**src/include/axil_sram_cfg.svh**
```systemverilog
`ifndef AXIL_SRAM_CFG_SVH
`define AXIL_SRAM_CFG_SVH

// bus side
`define AXIL_ADDR_WIDTH 16
`define AXIL_DATA_WIDTH 16
`define AXIL_STRB_WIDTH (`AXIL_DATA_WIDTH / 8)

// memory side, word addressed
`define SRAM_ADDR_LSB ($clog2(`AXIL_STRB_WIDTH))
`define SRAM_ADDR_WIDTH (`AXIL_ADDR_WIDTH - `SRAM_ADDR_LSB)
`define SRAM_DEPTH 1024

`endif

```
**src/axil_pkg.sv**
```systemverilog
`include "axil_sram_cfg.svh"

package axil_pkg;

  // only the two codes this slave ever returns
  typedef enum logic [1:0] {
    axil_okay   = 2'b00,
    axil_slverr = 2'b10
  } axil_resp_e;

  // write address
  typedef struct packed {
    logic [`AXIL_ADDR_WIDTH-1:0] awaddr;
  } axil_aw_t;

  // write data
  typedef struct packed {
    logic [`AXIL_DATA_WIDTH-1:0] wdata;
    logic [`AXIL_STRB_WIDTH-1:0] wstrb;
  } axil_w_t;

  // write response
  typedef struct packed {
    axil_resp_e bresp;
  } axil_b_t;

  // read address
  typedef struct packed {
    logic [`AXIL_ADDR_WIDTH-1:0] araddr;
  } axil_ar_t;

  // read data
  typedef struct packed {
    logic [`AXIL_DATA_WIDTH-1:0] rdata;
    axil_resp_e                  rresp;
  } axil_r_t;

endpackage

```
**src/sram_pkg.sv**
```systemverilog
`include "axil_sram_cfg.svh"

package sram_pkg;

  typedef enum logic {
    sram_rd = 1'b0,
    sram_wr = 1'b1
  } sram_op_e;

  // one command per bus transaction
  typedef struct packed {
    sram_op_e                    op;
    logic [`SRAM_ADDR_WIDTH-1:0] addr;
    logic [`AXIL_DATA_WIDTH-1:0] wdata;
    logic [`AXIL_STRB_WIDTH-1:0] wstrb;
  } sram_cmd_t;

  // read return only, writes have no response
  typedef struct packed {
    logic [`AXIL_DATA_WIDTH-1:0] rdata;
  } sram_resp_t;

endpackage

```
**src/axil_sram_bridge.sv**
```systemverilog
`include "axil_sram_cfg.svh"

module axil_sram_bridge (
  input  logic                 clk,
  input  logic                 rst_n,

  input  axil_pkg::axil_aw_t   aw,
  input  logic                 aw_valid,
  output logic                 aw_ready,
  input  axil_pkg::axil_w_t    w,
  input  logic                 w_valid,
  output logic                 w_ready,
  output axil_pkg::axil_b_t    b,
  output logic                 b_valid,
  input  logic                 b_ready,

  input  axil_pkg::axil_ar_t   ar,
  input  logic                 ar_valid,
  output logic                 ar_ready,
  output axil_pkg::axil_r_t    r,
  output logic                 r_valid,
  input  logic                 r_ready,

  output sram_pkg::sram_cmd_t  cmd,
  output logic                 cmd_valid,
  input  logic                 cmd_ready,
  input  sram_pkg::sram_resp_t resp,
  input  logic                 resp_valid,
  output logic                 resp_ready
);

  typedef enum logic [1:0] {
    st_idle,
    st_cmd,
    st_wait_rd,
    st_resp
  } state_e;

  state_e                      state;
  logic                        last_wr;
  logic                        take_wr;
  logic                        take_rd;
  logic                        addr_hs;
  logic [`AXIL_ADDR_WIDTH-1:0] sel_addr;
  logic [`SRAM_ADDR_WIDTH-1:0] word_addr;
  logic                        in_range;

  sram_pkg::sram_cmd_t         cmd_q;
  logic                        cmd_valid_q;
  axil_pkg::axil_b_t           b_q;
  logic                        b_valid_q;
  axil_pkg::axil_r_t           r_q;
  logic                        r_valid_q;

  // write needs both aw and w; on a tie serve the side not taken last
  assign take_wr = aw_valid && w_valid && (!ar_valid || !last_wr);
  assign take_rd = ar_valid && !take_wr;

  assign aw_ready = (state == st_idle) && take_wr;
  assign w_ready  = aw_ready;
  assign ar_ready = (state == st_idle) && take_rd;
  assign addr_hs  = aw_ready || ar_ready;

  assign sel_addr  = take_wr ? aw.awaddr : ar.araddr;
  assign word_addr = sel_addr[`AXIL_ADDR_WIDTH-1:`SRAM_ADDR_LSB];
  assign in_range  = 32'(word_addr) < 32'(`SRAM_DEPTH);

  always_ff @(posedge clk) begin
    if (!rst_n) begin
      state       <= st_idle;
      last_wr     <= 1'b0;
      cmd_valid_q <= 1'b0;
      b_valid_q   <= 1'b0;
      r_valid_q   <= 1'b0;
    end else begin
      case (state)
        st_idle: begin
          if (addr_hs) begin
            last_wr <= take_wr;
            if (in_range) begin
              cmd_valid_q <= 1'b1;
              state       <= st_cmd;
            end else begin
              // out of range, answer straight away
              b_valid_q <= take_wr;
              r_valid_q <= take_rd;
              state     <= st_resp;
            end
          end
        end
        st_cmd: begin
          if (cmd_ready) begin
            cmd_valid_q <= 1'b0;
            if (cmd_q.op == sram_pkg::sram_wr) begin
              b_valid_q <= 1'b1;
              state     <= st_resp;
            end else begin
              state <= st_wait_rd;
            end
          end
        end
        st_wait_rd: begin
          if (resp_valid) begin
            r_valid_q <= 1'b1;
            state     <= st_resp;
          end
        end
        st_resp: begin
          if ((b_valid_q && b_ready) || (r_valid_q && r_ready)) begin
            b_valid_q <= 1'b0;
            r_valid_q <= 1'b0;
            state     <= st_idle;
          end
        end
        default: state <= st_idle;
      endcase
    end
  end

  // payload capture
  always_ff @(posedge clk) begin
    if (addr_hs) begin
      cmd_q.op    <= take_wr ? sram_pkg::sram_wr : sram_pkg::sram_rd;
      cmd_q.addr  <= word_addr;
      cmd_q.wdata <= take_wr ? w.wdata : '0;
      cmd_q.wstrb <= take_wr ? w.wstrb : '0;
      b_q.bresp   <= in_range ? axil_pkg::axil_okay : axil_pkg::axil_slverr;
      r_q.rresp   <= in_range ? axil_pkg::axil_okay : axil_pkg::axil_slverr;
      r_q.rdata   <= '0;
    end
    if ((state == st_wait_rd) && resp_valid) begin
      r_q.rdata <= resp.rdata;
    end
  end

  assign cmd        = cmd_q;
  assign cmd_valid  = cmd_valid_q;
  assign resp_ready = (state == st_wait_rd);
  assign b          = b_q;
  assign b_valid    = b_valid_q;
  assign r          = r_q;
  assign r_valid    = r_valid_q;

  // responses hold until taken
  assert property (@(posedge clk) disable iff (!rst_n)
    b_valid && !b_ready |=> b_valid && $stable(b))
    else $error("b_valid dropped or b changed before b_ready");

  assert property (@(posedge clk) disable iff (!rst_n)
    r_valid && !r_ready |=> r_valid && $stable(r))
    else $error("r_valid dropped or r changed before r_ready");

  assert property (@(posedge clk) disable iff (!rst_n)
    (state == st_idle) |-> !cmd_valid)
    else $error("cmd_valid high while idle");

  assert property (@(posedge clk) disable iff (!rst_n)
    !(b_valid && r_valid))
    else $error("b_valid and r_valid both high");

endmodule

```
**config.mk**
```make
export PLATFORM = sky130hd
export DESIGN_NAME = axil_sram_bridge
export DESIGN_NICKNAME = d
export VERILOG_FILES = /design/src/axil_pkg.sv /design/src/sram_pkg.sv /design/src/axil_sram_bridge.sv
export VERILOG_INCLUDE_DIRS = /design/src /design/src/include
export SDC_FILE = /design/constraint.sdc
export NUM_CORES = 1
export LEC_CHECK = 0
export CORE_MARGIN = 8
export CORE_UTILIZATION = 40
export CTS_BUF_LIST = sky130_fd_sc_hd__clkbuf_2 sky130_fd_sc_hd__clkbuf_4 sky130_fd_sc_hd__clkbuf_8
export DETAILED_ROUTE_END_ITERATION = 16
export DONT_BUFFER_PORTS = 1
export PLACE_DENSITY_LB_ADDON = 0.2
export SLEW_MARGIN = 20
export SYNTH_ARGS = -nofsm -noshare
export SYNTH_HDL_FRONTEND = slang
export SYNTH_SLANG_ARGS = --single-unit
export TNS_END_PERCENT = 5
```
**constraint.sdc**
```tcl
create_clock -name clk -period 4.5 [get_ports clk]
set_clock_uncertainty 0.05 [all_clocks]
set_input_delay 1.125 -clock clk [delete_from_list [all_inputs] [get_ports clk]]
set_output_delay 1.125 -clock clk [all_outputs]
set_load 0.01 [all_outputs]
```
* Word level (Yosys, flattened, before mapping)
Cells that the tools add are included.
** Operators by class
- Add/subtract/negate cells :: 0
- Multipliers :: 0
- Bitwise operators :: 0
- Shift operators :: 0
- Reductions and logical operators :: 24
- Eq/ne operators :: 10
- Order comparisons :: 1
- Mux-type cells :: 26
- Divide/modulo/power cells :: 0
** Operators with widths (number)
- 2-to-1 mux 16 bit :: 2
- 2-to-1 mux 18 bit :: 1
- less-than comparator 15 x 11 -> 1 bit, second input constant :: 1
- != test 2 bit, second input constant :: 7
- 2-to-1 mux 1 bit :: 13
- 2-to-1 mux 2 bit :: 6
- logical AND 1 bit :: 8
- one-hot mux 2 bit (4 select lines) :: 1
- AND reduction 4 bit :: 2
- one-hot mux 1 bit (3 select lines) :: 2
- AND reduction 6 bit :: 1
- nonzero test 3 bit :: 2
- AND reduction 5 bit :: 1
- equality test 2 bit, second input constant :: 2
- nonzero test 2 bit :: 2
- logical NOT 1 bit :: 3
- logical OR 1 bit :: 3
- equality test 2 x 1 -> 1 bit, second input constant :: 1
- logical NOT 2 bit :: 1
- one-hot mux 1 bit (2 select lines) :: 1
- AND reduction 2 bit :: 1
** Storage, ports and cells
- Input bits :: 75
- Register bits :: 58
- Latch bits :: 0
- Memory bits (read-only) :: 0
- Bits in writable memories :: 0
- Word-level logic and storage cells :: 72
- Output and inout bits :: 61
- Memories :: 0

* Longest topological paths before layout
Gate-level depths: netlist (run 1).
- Word-level depth :: 9
- Depth in mapped cells :: 6
- Gate-level depth less buffers :: 6

* Worst setup path before layout (run 1)
No wires, ideal clock.
- Path kind :: input -> register
- Start point :: input port aw_valid
- End point :: register r_q, in the netlist r[10], enable pin
- Required time :: 4082 ps
- Setup time :: 368 ps
- Slack :: 886 ps
- Stages on the path :: 3
- Path buffers :: 0
- Arrival time :: 3196 ps
- Cell sequence :: a21oi_1 > nor2_1 > a21o_1
** On the way
- Cells in the longest elaborated chain, start to end :: 7
- Elaborated cells on any way between the ends :: 8
- Those cells by class :: 8 x reduce/logical
** Ends and longest elaborated chain
- start, declared :: RTL line axil_sram_bridge.sv:8 : input logic aw_valid,
- logical AND 1 bit (*) (2 in series) :: RTL line axil_sram_bridge.sv:56 : assign take_wr = aw_valid && w_valid && (!ar_valid || !last_wr);
- logical NOT 1 bit :: RTL line axil_sram_bridge.sv:57 : assign take_rd = ar_valid && !take_wr;
- logical AND 1 bit :: RTL line axil_sram_bridge.sv:57
- logical AND 1 bit :: RTL line axil_sram_bridge.sv:61 : assign ar_ready = (state == st_idle) && take_rd;
- logical OR 1 bit (*) :: RTL line axil_sram_bridge.sv:62 : assign addr_hs = aw_ready || ar_ready;
- via addr_hs :: RTL line axil_sram_bridge.sv:43 : logic addr_hs;
- nonzero test 2 bit (no line) (*)
- end, declared :: RTL line axil_sram_bridge.sv:52 : axil_pkg::axil_r_t r_q;
Mark *: on every way through the listed nets, which the timed path passes. The rest lies on a longest branch.
A chain may end at the register's enable or synchronous reset.

* Final worst setup path (run 1)
- Start point :: input port aw_valid
- End point :: output port w_ready
** On the way
- Cells in the longest elaborated chain, start to end :: 3
** Ends and longest elaborated chain
- logical AND 1 bit (2 in series) :: RTL line axil_sram_bridge.sv:56
- logical AND 1 bit :: RTL line axil_sram_bridge.sv:59 : assign aw_ready = (state == st_idle) && take_wr;
- end, declared :: RTL line axil_sram_bridge.sv:12 : output logic w_ready,
No other way between the ends.

==> flow_metrics.env, run 1 <==
export IMPL_status="finished clean"
export IMPL_multi_input_area_um2=766
export IMPL_synth_area_per_cell_um2=14.5
export IMPL_num_rows=28
export IMPL_synth_main_ff_cell="edfxtp_1"
export IMPL_synth_area_leaders="edfxtp_1, dfxtp_1, and2_1, mux2_1, and3_1"
export IMPL_path_max_fanout=5
export IMPL_syn_area_um2=2480
export IMPL_postCtsSetupBuffers=0
export IMPL_antenna_left=0
export IMPL_use_met3_pct=7.30
export IMPL_critPathLaunchType="primary input"
export IMPL_yosysTopAreaCellShare_pct=61.8
export IMPL_hpwl_um=4370
export IMPL_rsz0062_at_grt="false"
export IMPL_cts_htree_levels=3
export IMPL_synth_area_leader_cell="edfxtp_1"
export IMPL_tightest_slew_ps=631
export IMPL_clk_path_buf_depth=2
export IMPL_min_period_over_period_pct=63.0
export IMPL_clk_latency_ps=320
export IMPL_top_usage_layer="met2"
export IMPL_async_reset_ff_share_pct=0
export IMPL_use_met1_pct=13.8
export IMPL_slew_headroom_pct=57.9
export IMPL_synth_most_common_cell="edfxtp_1"
export IMPL_grt_pass1_wl_um=8520
export IMPL_finalHoldViolations=0
export IMPL_avgRoutedWirePerCell_um=22.3
export IMPL_vdd_drop_max_uv=207
export IMPL_yosysWarnings=0
export IMPL_synthCells=171
export IMPL_total_power_uw=1720
export IMPL_nNetsFinal=255
export IMPL_ctsResizeCount=0
export IMPL_hold_buffers=0
export IMPL_wl_um=5680
export IMPL_synth_edf_count=51
export IMPL_worstSetupPathType="in2out"
export IMPL_overflow=0
export IMPL_grt_pass1_vias=1528
export IMPL_cap_viol_max_count=0
export IMPL_start_util_pct=41.6
export IMPL_io_pins=136
export IMPL_antennaDiodeCount=0
export IMPL_hold_path_class="reg2reg"
export IMPL_num_vias=1407
export IMPL_routed_via_density=5.52
export IMPL_place_gp_congestion=0.826
export IMPL_cp_data_required_time_ps=3320
export IMPL_grt_max_degree=37
export IMPL_clk_pin_slew_ps=60
export IMPL_synth_commonest_cells="edfxtp_1, and2_1, and3_1"
export IMPL_min_period_ps=2840
export IMPL_fin_area_um2=2750
export IMPL_drtIter0Drc=81
export IMPL_cts_tree="done"
export IMPL_drv_slew=0
export IMPL_areaGrowthSynthToFinish_pct=11.0
export IMPL_cts_made_buffers=9
export IMPL_die_h_um=94.7
export IMPL_antenna_found_initial=0
export IMPL_regArea_um2=1650
export IMPL_synth_distinct_cells=32
export IMPL_drc=0
export IMPL_dr_pass1_iters=4
export IMPL_leakagePower_uw=0.00104
export IMPL_io_buffer_count=0
export IMPL_ys_ff_latch=57
export IMPL_cts_sinks=57
export IMPL_seq_area_frac_synth_pct=66.6
export IMPL_dieArea_um2=8970
export IMPL_crit_arrival_ps=1660
export IMPL_setup_violations_final=0
export IMPL_cts_root_buffer="clkbuf_8"
export IMPL_powerDensity_nw_per_um2=627
export IMPL_core_area_um2=5960
export IMPL_dieWidth_um=94.7
export IMPL_grt_use_total_pct=12.5
export IMPL_grt_util_met2_pct=18.8
export IMPL_whs_ps=475
export IMPL_fillers=537
export IMPL_placed_cell_area_um2=2550
export IMPL_setup_worst_path_end_class="output port"
export IMPL_setup_tns_ps=0
export IMPL_fmax_ghz=0.353
export IMPL_drive_gt1_share_pct=17.2
kinds of logic (layout without fill, tap and decap cells):
logic type      Yosys count  in the layout  share of synthesized area, %
other cells               1              2                         0.151
fa+ha+maj                 5              5                          2.52
mux                      19             19                          8.99
flops                    57             57                          66.6
buf+inv                  17             25                          3.23
simple gates             52             52                          12.9
compound gates           20             20                          5.60
state kept, by name, indices dropped and copies added (netlist names):
name       cells
r             17
cmd           34
b_valid        1
cmd_valid      1
r_valid        1
last_wr        1
state          2
area by class of cell:
type | count | area share [%]
multi-input combinational | 98 | 27.8
sequential | 57 | 60.1
timing repair buffer | 2 | 0.546
tap | 75 | 3.41
clock buffer | 12 | 5.55
inverter | 7 | 0.955
clock inverter | 4 | 1.64
cells in the final DEF (no fill, tap or decap):
| cell type | count |
|---|---|
| clkbuf_8 | 10 |
| ha_1 | 5 |
| bufinv_16 | 1 |
| o21ai_0 | 2 |
| clkinv_2 | 3 |
| and3_1 | 16 |
| o21bai_1 | 1 |
| inv_1 | 7 |
| and2_1 | 19 |
| nor2_1 | 2 |
| mux2_2 | 6 |
| a22oi_1 | 2 |
| edfxtp_1 | 51 |
| nor2_4 | 3 |
| a2111oi_0 | 1 |
| o2111ai_1 | 1 |
| nand2b_1 | 1 |
| buf_4 | 2 |
| conb_1 | 2 |
| or4_4 | 2 |
| dfxtp_1 | 6 |
| a21oi_1 | 4 |
| or4_1 | 1 |
| nand2_1 | 8 |
| o211ai_1 | 4 |
| mux2_1 | 10 |
| a221oi_1 | 1 |
| a31oi_1 | 1 |
| clkbuf_4 | 2 |
| mux2i_1 | 2 |
| a211oi_1 | 1 |
| a21oi_4 | 1 |
| a21o_1 | 1 |
| mux2i_4 | 1 |
through the flow:
stage	cells	util, %	worst slack, ps
floorplan	172	-	886
global placement	239	42.9	1660
detailed placement	239	42.9	1660
CTS	255	46.2	1660
global route	255	46.2	1620
finish	255	46.2	1660
worst max-delay path: stages:
cell,delay (ps)
nand2_1,80
a21oi_4,170
and2_1,290
power by group:
| part | internal, uW | switching, uW | total (uW) |
|---|---|---|---|
| Clock | 280 | 185 | 465 |
| Sequential | 802 | 161 | 963 |
| Combinational | 95.8 | 200 | 295 |
| Total | 1180 | 546 | 1720 |
path summary, 6_finish.rpt:
kind	cells past startpoint	startpoint	endpoint	slack [ps]
hold / removal	2	r_valid$_SDFFE_PN0P_	r_valid$_SDFFE_PN0P_	480
setup / recovery	3	aw_valid	w_ready	1660
setup reg to reg	6	state[1]$_SDFFE_PN0P_	r[6]$_DFFE_PP_	2090
hold reg to reg	2	r_valid$_SDFFE_PN0P_	r_valid$_SDFFE_PN0P_	480
routing by layer:
layer  up-vias  routed length (um)
met3        10                 683
met4         0                  81
met1       669                2260
met5         -                   0
li1        637                   -
met2        91                2660
(Power assumes the default switching activity.)
==> run 2: changes to the inputs <==
ABC_AREA = 1   (was unset)
clock period = 2.8 ns   (was 4.5 ns; I/O delays follow)
==> run 2 against run 1 <==
Net effect: count of clock-buffer cells in the layout shrank 3; power up 61%; non-clock buffer count increased by 2; design area up 3.5%; critical path depth rose by 1; routed wire length is 1.4% higher; sequential power grew 61%; critical endpoint is now aw_ready.
==> flow_metrics.env, run 2 <==
export IMPL_avgRoutedWirePerCell_um=16.6
export IMPL_cap_viol_max_count=0
export IMPL_synth_commonest_cells="nand2_1, edfxtp_1, inv_1"
export IMPL_cp_num_buf_inv=2
export IMPL_largest_register_ffs=34
export IMPL_cts_tree="done"
export IMPL_p_int_uw=1840
export IMPL_regArea_um2=1650
export IMPL_seq_area_frac_synth_pct=63.8
export IMPL_fillers=626
export IMPL_clk_pin_slew_ps=70
export IMPL_r2r_start="state[0]$_SDFFE_PN0P_"
export IMPL_drtIter0Drc=55
export IMPL_grt_pass1_wl_um=7950
export IMPL_path_max_fanout=7
export IMPL_synth_area_leader_cell="edfxtp_1"
export IMPL_critPathLaunchType="register"
export IMPL_cp_data_required_time_ps=2050
export IMPL_r2r_cells=7
export IMPL_layout_commonest_cell="nand2_1"
export IMPL_ff2ff_setup_slack_ps=640
export IMPL_ys_ff_latch=57
export IMPL_synth_edf_count=51
export IMPL_wl_um=5770
export IMPL_grt_max_degree=36
export IMPL_routed_top_layer="met4"
export IMPL_met3_length_um=472
export IMPL_dieWidth_um=96.5
export IMPL_start_util_pct=41.0
export IMPL_layout_common_cells="nand2_1, edfxtp_1, inv_1, nor2_1, nand2_2"
export IMPL_vdd_drop_max_uv=440
export IMPL_core_area_um2=6310
export IMPL_grt_use_total_pct=11.7
export IMPL_areaGrowthSynthToFinish_pct=9.86
export IMPL_async_reset_ff_share_pct=0
export IMPL_p_sw_share_pct=33.6
export IMPL_antenna_left=0
export IMPL_synth_main_ff_cell="edfxtp_1"
export IMPL_io_buffer_count=0
export IMPL_cts_root_buffer="clkbuf_8"
export IMPL_setup_worst_path_end="aw_ready"
export IMPL_cts_made_buffers=9
export IMPL_grt_pass1_vias=1583
export IMPL_routed_via_density=4.68
export IMPL_reg2reg_to="cmd[10]$_SDFFCE_PP0P_"
export IMPL_cpMaxStageDelayCell="nor2_1"
export IMPL_antennaDiodeCount=0
export IMPL_drive_gt1_share_pct=13.3
export IMPL_combPwrFrac_pct=18.0
export IMPL_status="finished clean"
export IMPL_setup_tns_ps=0
export IMPL_cts_htree_levels=3
export IMPL_ctsResizeCount=0
export IMPL_setup_violations_final=0
export IMPL_cts_sinks=57
export IMPL_worstSetupPathType="reg2out"
export IMPL_worst_path_stages=4
export IMPL_met1_length_um=2130
export IMPL_powerDensity_nw_per_um2=975
export IMPL_synth_distinct_cells=27
export IMPL_leakagePower_uw=0.00129
export IMPL_max_stage_delay_ps=400
export IMPL_pwr_share_seq_pct=56.0
export IMPL_setup_worst_path_end_class="output port"
export IMPL_multi_input_area_um2=674
export IMPL_fmax_ghz=0.424
export IMPL_syn_area_um2=2590
export IMPL_min_period_over_period_pct=84.3
export IMPL_met2_length_um=3050
export IMPL_hold_buffers=0
export IMPL_overflow=0
export IMPL_synth_area_per_cell_um2=10.0
export IMPL_postCtsSetupBuffers=0
export IMPL_synth_most_common_cell="nand2_1"
export IMPL_crit_arrival_ps=1610
export IMPL_synthCells=259
export IMPL_io_pins=136
export IMPL_drv_slew=0
export IMPL_hpwl_um=4420
export IMPL_yosysTopAreaCellShare_pct=59.1
export IMPL_drc=0
export IMPL_power_net_switching_uw=933
export IMPL_die_h_um=96.5
export IMPL_crit_chain="inv_1, ha_1, inv_1, nor2_1"
export IMPL_num_rows=29
export IMPL_place_gp_congestion=0.797
export IMPL_antenna_found_initial=0
export IMPL_synth_area_leaders="edfxtp_1, nand2_1, inv_1, nor2_1, dfxtp_1"
export IMPL_worstSetupStartpoint="state[0]$_SDFFE_PN0P_"
export IMPL_whs_ps=439
export IMPL_hold_path_class="in2reg"
export IMPL_finalHoldViolations=0
export IMPL_nNetsFinal=345
export IMPL_min_period_ps=2360
export IMPL_yosysWarnings=0
export IMPL_clk_latency_ps=320
export IMPL_crit_top_cell="inv_1"
export IMPL_num_vias=1624
export IMPL_dr_pass1_iters=4
export IMPL_clkPwrFrac_pct=26.0
export IMPL_dieArea_um2=9310
export IMPL_clk_path_buf_depth=2
export IMPL_rsz0062_at_grt="false"
export IMPL_critPathTopFamily="simple AND/OR/NAND/NOR gates"
run 2: how the worst min path moves through the flow:
stage,start,end,depth (start not counted)
floorplan,b_valid$_SDFFE_PN0P_,b_valid$_SDFFE_PN0P_,2
global route,rst_n,cmd_valid$_SDFFE_PN0P_,2
CTS,rst_n,cmd_valid$_SDFFE_PN0P_,2
global placement,last_wr$_SDFFE_PN0P_,last_wr$_SDFFE_PN0P_,2
finish,rst_n,cmd_valid$_SDFFE_PN0P_,2
detailed placement,last_wr$_SDFFE_PN0P_,last_wr$_SDFFE_PN0P_,2
run 2: metrics by stage:
stage / instances / setup WS, ps / util, % / total power, uW / instance area (um2)
5_1_grt: 347 / 297 / 45.1 / 2940 / 2850
3_3_place_gp: 331 / 625 / 42.1 / 2080 / 2660
3_5_place_dp: 331 / 618 / 42.1 / 2090 / 2660
6_report: 347 / 440 / 45.1 / 2770 / 2850
4_1_cts: 347 / 414 / 45.1 / 2830 / 2850
2_1_floorplan: 260 / 283 / - / 1900 / 2590
run 2: cells by family after synthesis:
| group | after synthesis | share of synthesized area (%) |
|---|---|---|
| buffers and inverters | 62 | 10.3 |
| adders and majority gates | 5 | 2.42 |
| and+or+nand+nor | 121 | 20.6 |
| other | 1 | 0.145 |
| DFF | 57 | 63.8 |
| AOI/OAI and AO/OA | 13 | 2.75 |
run 2: final cells by class:
type                       count  share of cell area (%)
inverter                      52                    6.86
multi-input combinational    141                    23.7
timing repair buffer           4                    1.50
tap                           77                    3.39
clock inverter                 7                    2.15
clock buffer                   9                    4.35
sequential                    57                    58.0
run 2: power by group through the flow:
stage	clock network, uW	logic, uW	registers [uW]
final	721	499	1550
after global routing	787	565	1590
after CTS	746	507	1570
after detailed placement	0	504	1590
after global placement	0	495	1580
after floorplan	0	386	1510
run 2: per-layer routing:
| metal | vias to the layer above | GRT usage [%] |
|---|---|---|
| li1 | 808 | - |
| met1 | 739 | 11.9 |
| met2 | 69 | 19.8 |
| met3 | 8 | 6.18 |
| met4 | 0 | 5.04 |
| met5 | - | 0 |
==> run 3: changes to the inputs <==
clock period = 1.9 ns   (was 2.8 ns; I/O delays follow)
==> run 3 against run 2 <==
Net effect: hold slack got worse by 220 ps; clock power rose by 68%; critical path type unchanged; largest power group unchanged; count of clock-buffer cells in the layout rose by 1; routed wire length fell by 0.90%; sequential cell count did not move; global-route usage rose by 0.20 points; register-to-register slack got worse by 400 ps; core utilization rose by 2.2 points; largest cell class unchanged; combinational power rose by 68%; non-clock buffer count rose by 2.
==> flow_metrics.env, run 3 (synthesis gave the netlist of run 2 again) <==
export IMPL_critPathLaunchType="register"
export IMPL_vdd_drop_max_uv=620
export IMPL_overflow=0
export IMPL_setup_worst_path_end_class="output port"
export IMPL_nNetsFinal=347
export IMPL_ctsResizeCount=5
export IMPL_antenna_found_initial=0
export IMPL_status="finished clean"
export IMPL_num_vias=1622
export IMPL_hold_path_class="in2reg"
export IMPL_areaGrowthSynthToFinish_pct=15.3
export IMPL_io_buffer_count=0
export IMPL_leakagePower_uw=0.00133
export IMPL_wl_um=5710
export IMPL_regArea_um2=1660
export IMPL_start_util_pct=41.0
export IMPL_grt_pass1_vias=1605
export IMPL_worstSetupPathType="reg2out"
export IMPL_num_rows=29
export IMPL_fin_ws_ps=73.5
export IMPL_layout_common_cells="nand2_1, edfxtp_1, inv_1, nor2_1"
export IMPL_drv_slew=0
export IMPL_cts_htree_levels=3
export IMPL_dr_pass1_iters=4
export IMPL_cts_sinks=57
export IMPL_min_period_ps=1830
export IMPL_hpwl_um=4380
export IMPL_clk_path_buf_depth=2
export IMPL_core_area_um2=6310
export IMPL_postCtsSetupBuffers=0
export IMPL_top_usage_layer="met2"
export IMPL_rsz0062_at_grt="false"
export IMPL_drc=0
export IMPL_multi_input_area_um2=738
export IMPL_fillers=613
export IMPL_routed_via_density=4.65
export IMPL_die_h_um=96.5
export IMPL_io_pins=136
export IMPL_min_period_over_period_pct=96.1
export IMPL_fin_util_pct=47.3
export IMPL_use_met1_pct=12.3
export IMPL_cp_data_required_time_ps=1370
export IMPL_ff2ff_setup_slack_ps=240
export IMPL_avgRoutedWirePerCell_um=16.4
export IMPL_grt_use_total_pct=11.9
export IMPL_antenna_left=0
export IMPL_grt_max_degree=36
export IMPL_cts_root_buffer="clkbuf_8"
export IMPL_cap_viol_max_count=0
export IMPL_drive_gt1_share_pct=18.8
export IMPL_dieWidth_um=96.5
export IMPL_hold_buffers=0
export IMPL_drtIter0Drc=55
export IMPL_antennaDiodeCount=0
export IMPL_largest_register_ffs=34
export IMPL_clk_pin_slew_ps=60
export IMPL_powerDensity_nw_per_um2=1460
export IMPL_cts_tree="done"
export IMPL_fmax_ghz=0.547
export IMPL_use_met3_pct=5.87
export IMPL_clk_latency_ps=330
export IMPL_dpl_worst_slack_ps=152
export IMPL_finalHoldViolations=0
export IMPL_grt_util_met2_pct=19.2
export IMPL_grt_pass1_wl_um=8190
export IMPL_cts_made_buffers=9
export IMPL_crit_arrival_ps=1300
export IMPL_dieArea_um2=9310
export IMPL_layout_commonest_cell="nand2_1"
export IMPL_setup_violations_final=0
export IMPL_path_max_fanout=7
export IMPL_place_gp_congestion=0.855
run 3: cell count changes in the layout (fill, tap and decap cells not counted), moves of 2 or more:
cell,previous run,this run
dfxtp_1,6,4
inv_1,50,46
inv_4,0,3
nand2_1,55,53
nand2_4,1,3
nor2_1,42,39
nor2_4,1,4
run 3: where the power goes:
group / leakage, uW / internal (uW) / switching, uW / total [uW]
clock network: 0.000111 / 746 / 468 / 1210
registers: 0.000548 / 1900 / 406 / 2300
logic: 0.000672 / 302 / 538 / 840
run 3: worst paths after layout:
path / from / depth (start not counted) / to
worst max-delay path: state[0]$_SDFFE_PN0P_ / 5 / aw_ready
worst min register to register: state[1]$_SDFFE_PN0P_ / 2 / state[1]$_SDFFE_PN0P_
worst min-delay path: rst_n / 2 / cmd_valid$_SDFFE_PN0P_
worst max register to register: last_wr$_SDFFE_PN0P_ / 7 / cmd[16]$_SDFFCE_PP0P_
run 3: critical path, cell delays in order, from the launching register on:
cell	delay [ps]
dfxtp_4	370
inv_4	80
ha_4	160
inv_2	70
nor2_4	150
buf_6	140
run 3: layer usage:
layer | wire [um] | vias up
li1 | - | 818
met1 | 2040 | 731
met2 | 3030 | 66
met3 | 554 | 7
met4 | 85 | 0
met5 | 0 | -
run 3: stage by stage:
stage	TNS [ps]	std cells	cell area, um2	hold WS, ps	total power (uW)
final	0	349	2990	218	4360
after global routing	0	349	2990	222	4620
after CTS	0	349	2970	197	4430
after detailed placement	0	333	2740	459	3160
after global placement	0	333	2740	458	3140
after floorplan	-1660	260	2650	432	2840
run 3: layout make-up:
class                           instances  area share [%]
Sequential cell                        57            55.5
Timing Repair Buffer                    6            2.47
Multi-Input combinational cell        141            24.7
Tap cell                               77            3.23
Clock buffer                           10            4.40
Clock inverter                          6            2.77
Inverter                               52            6.92
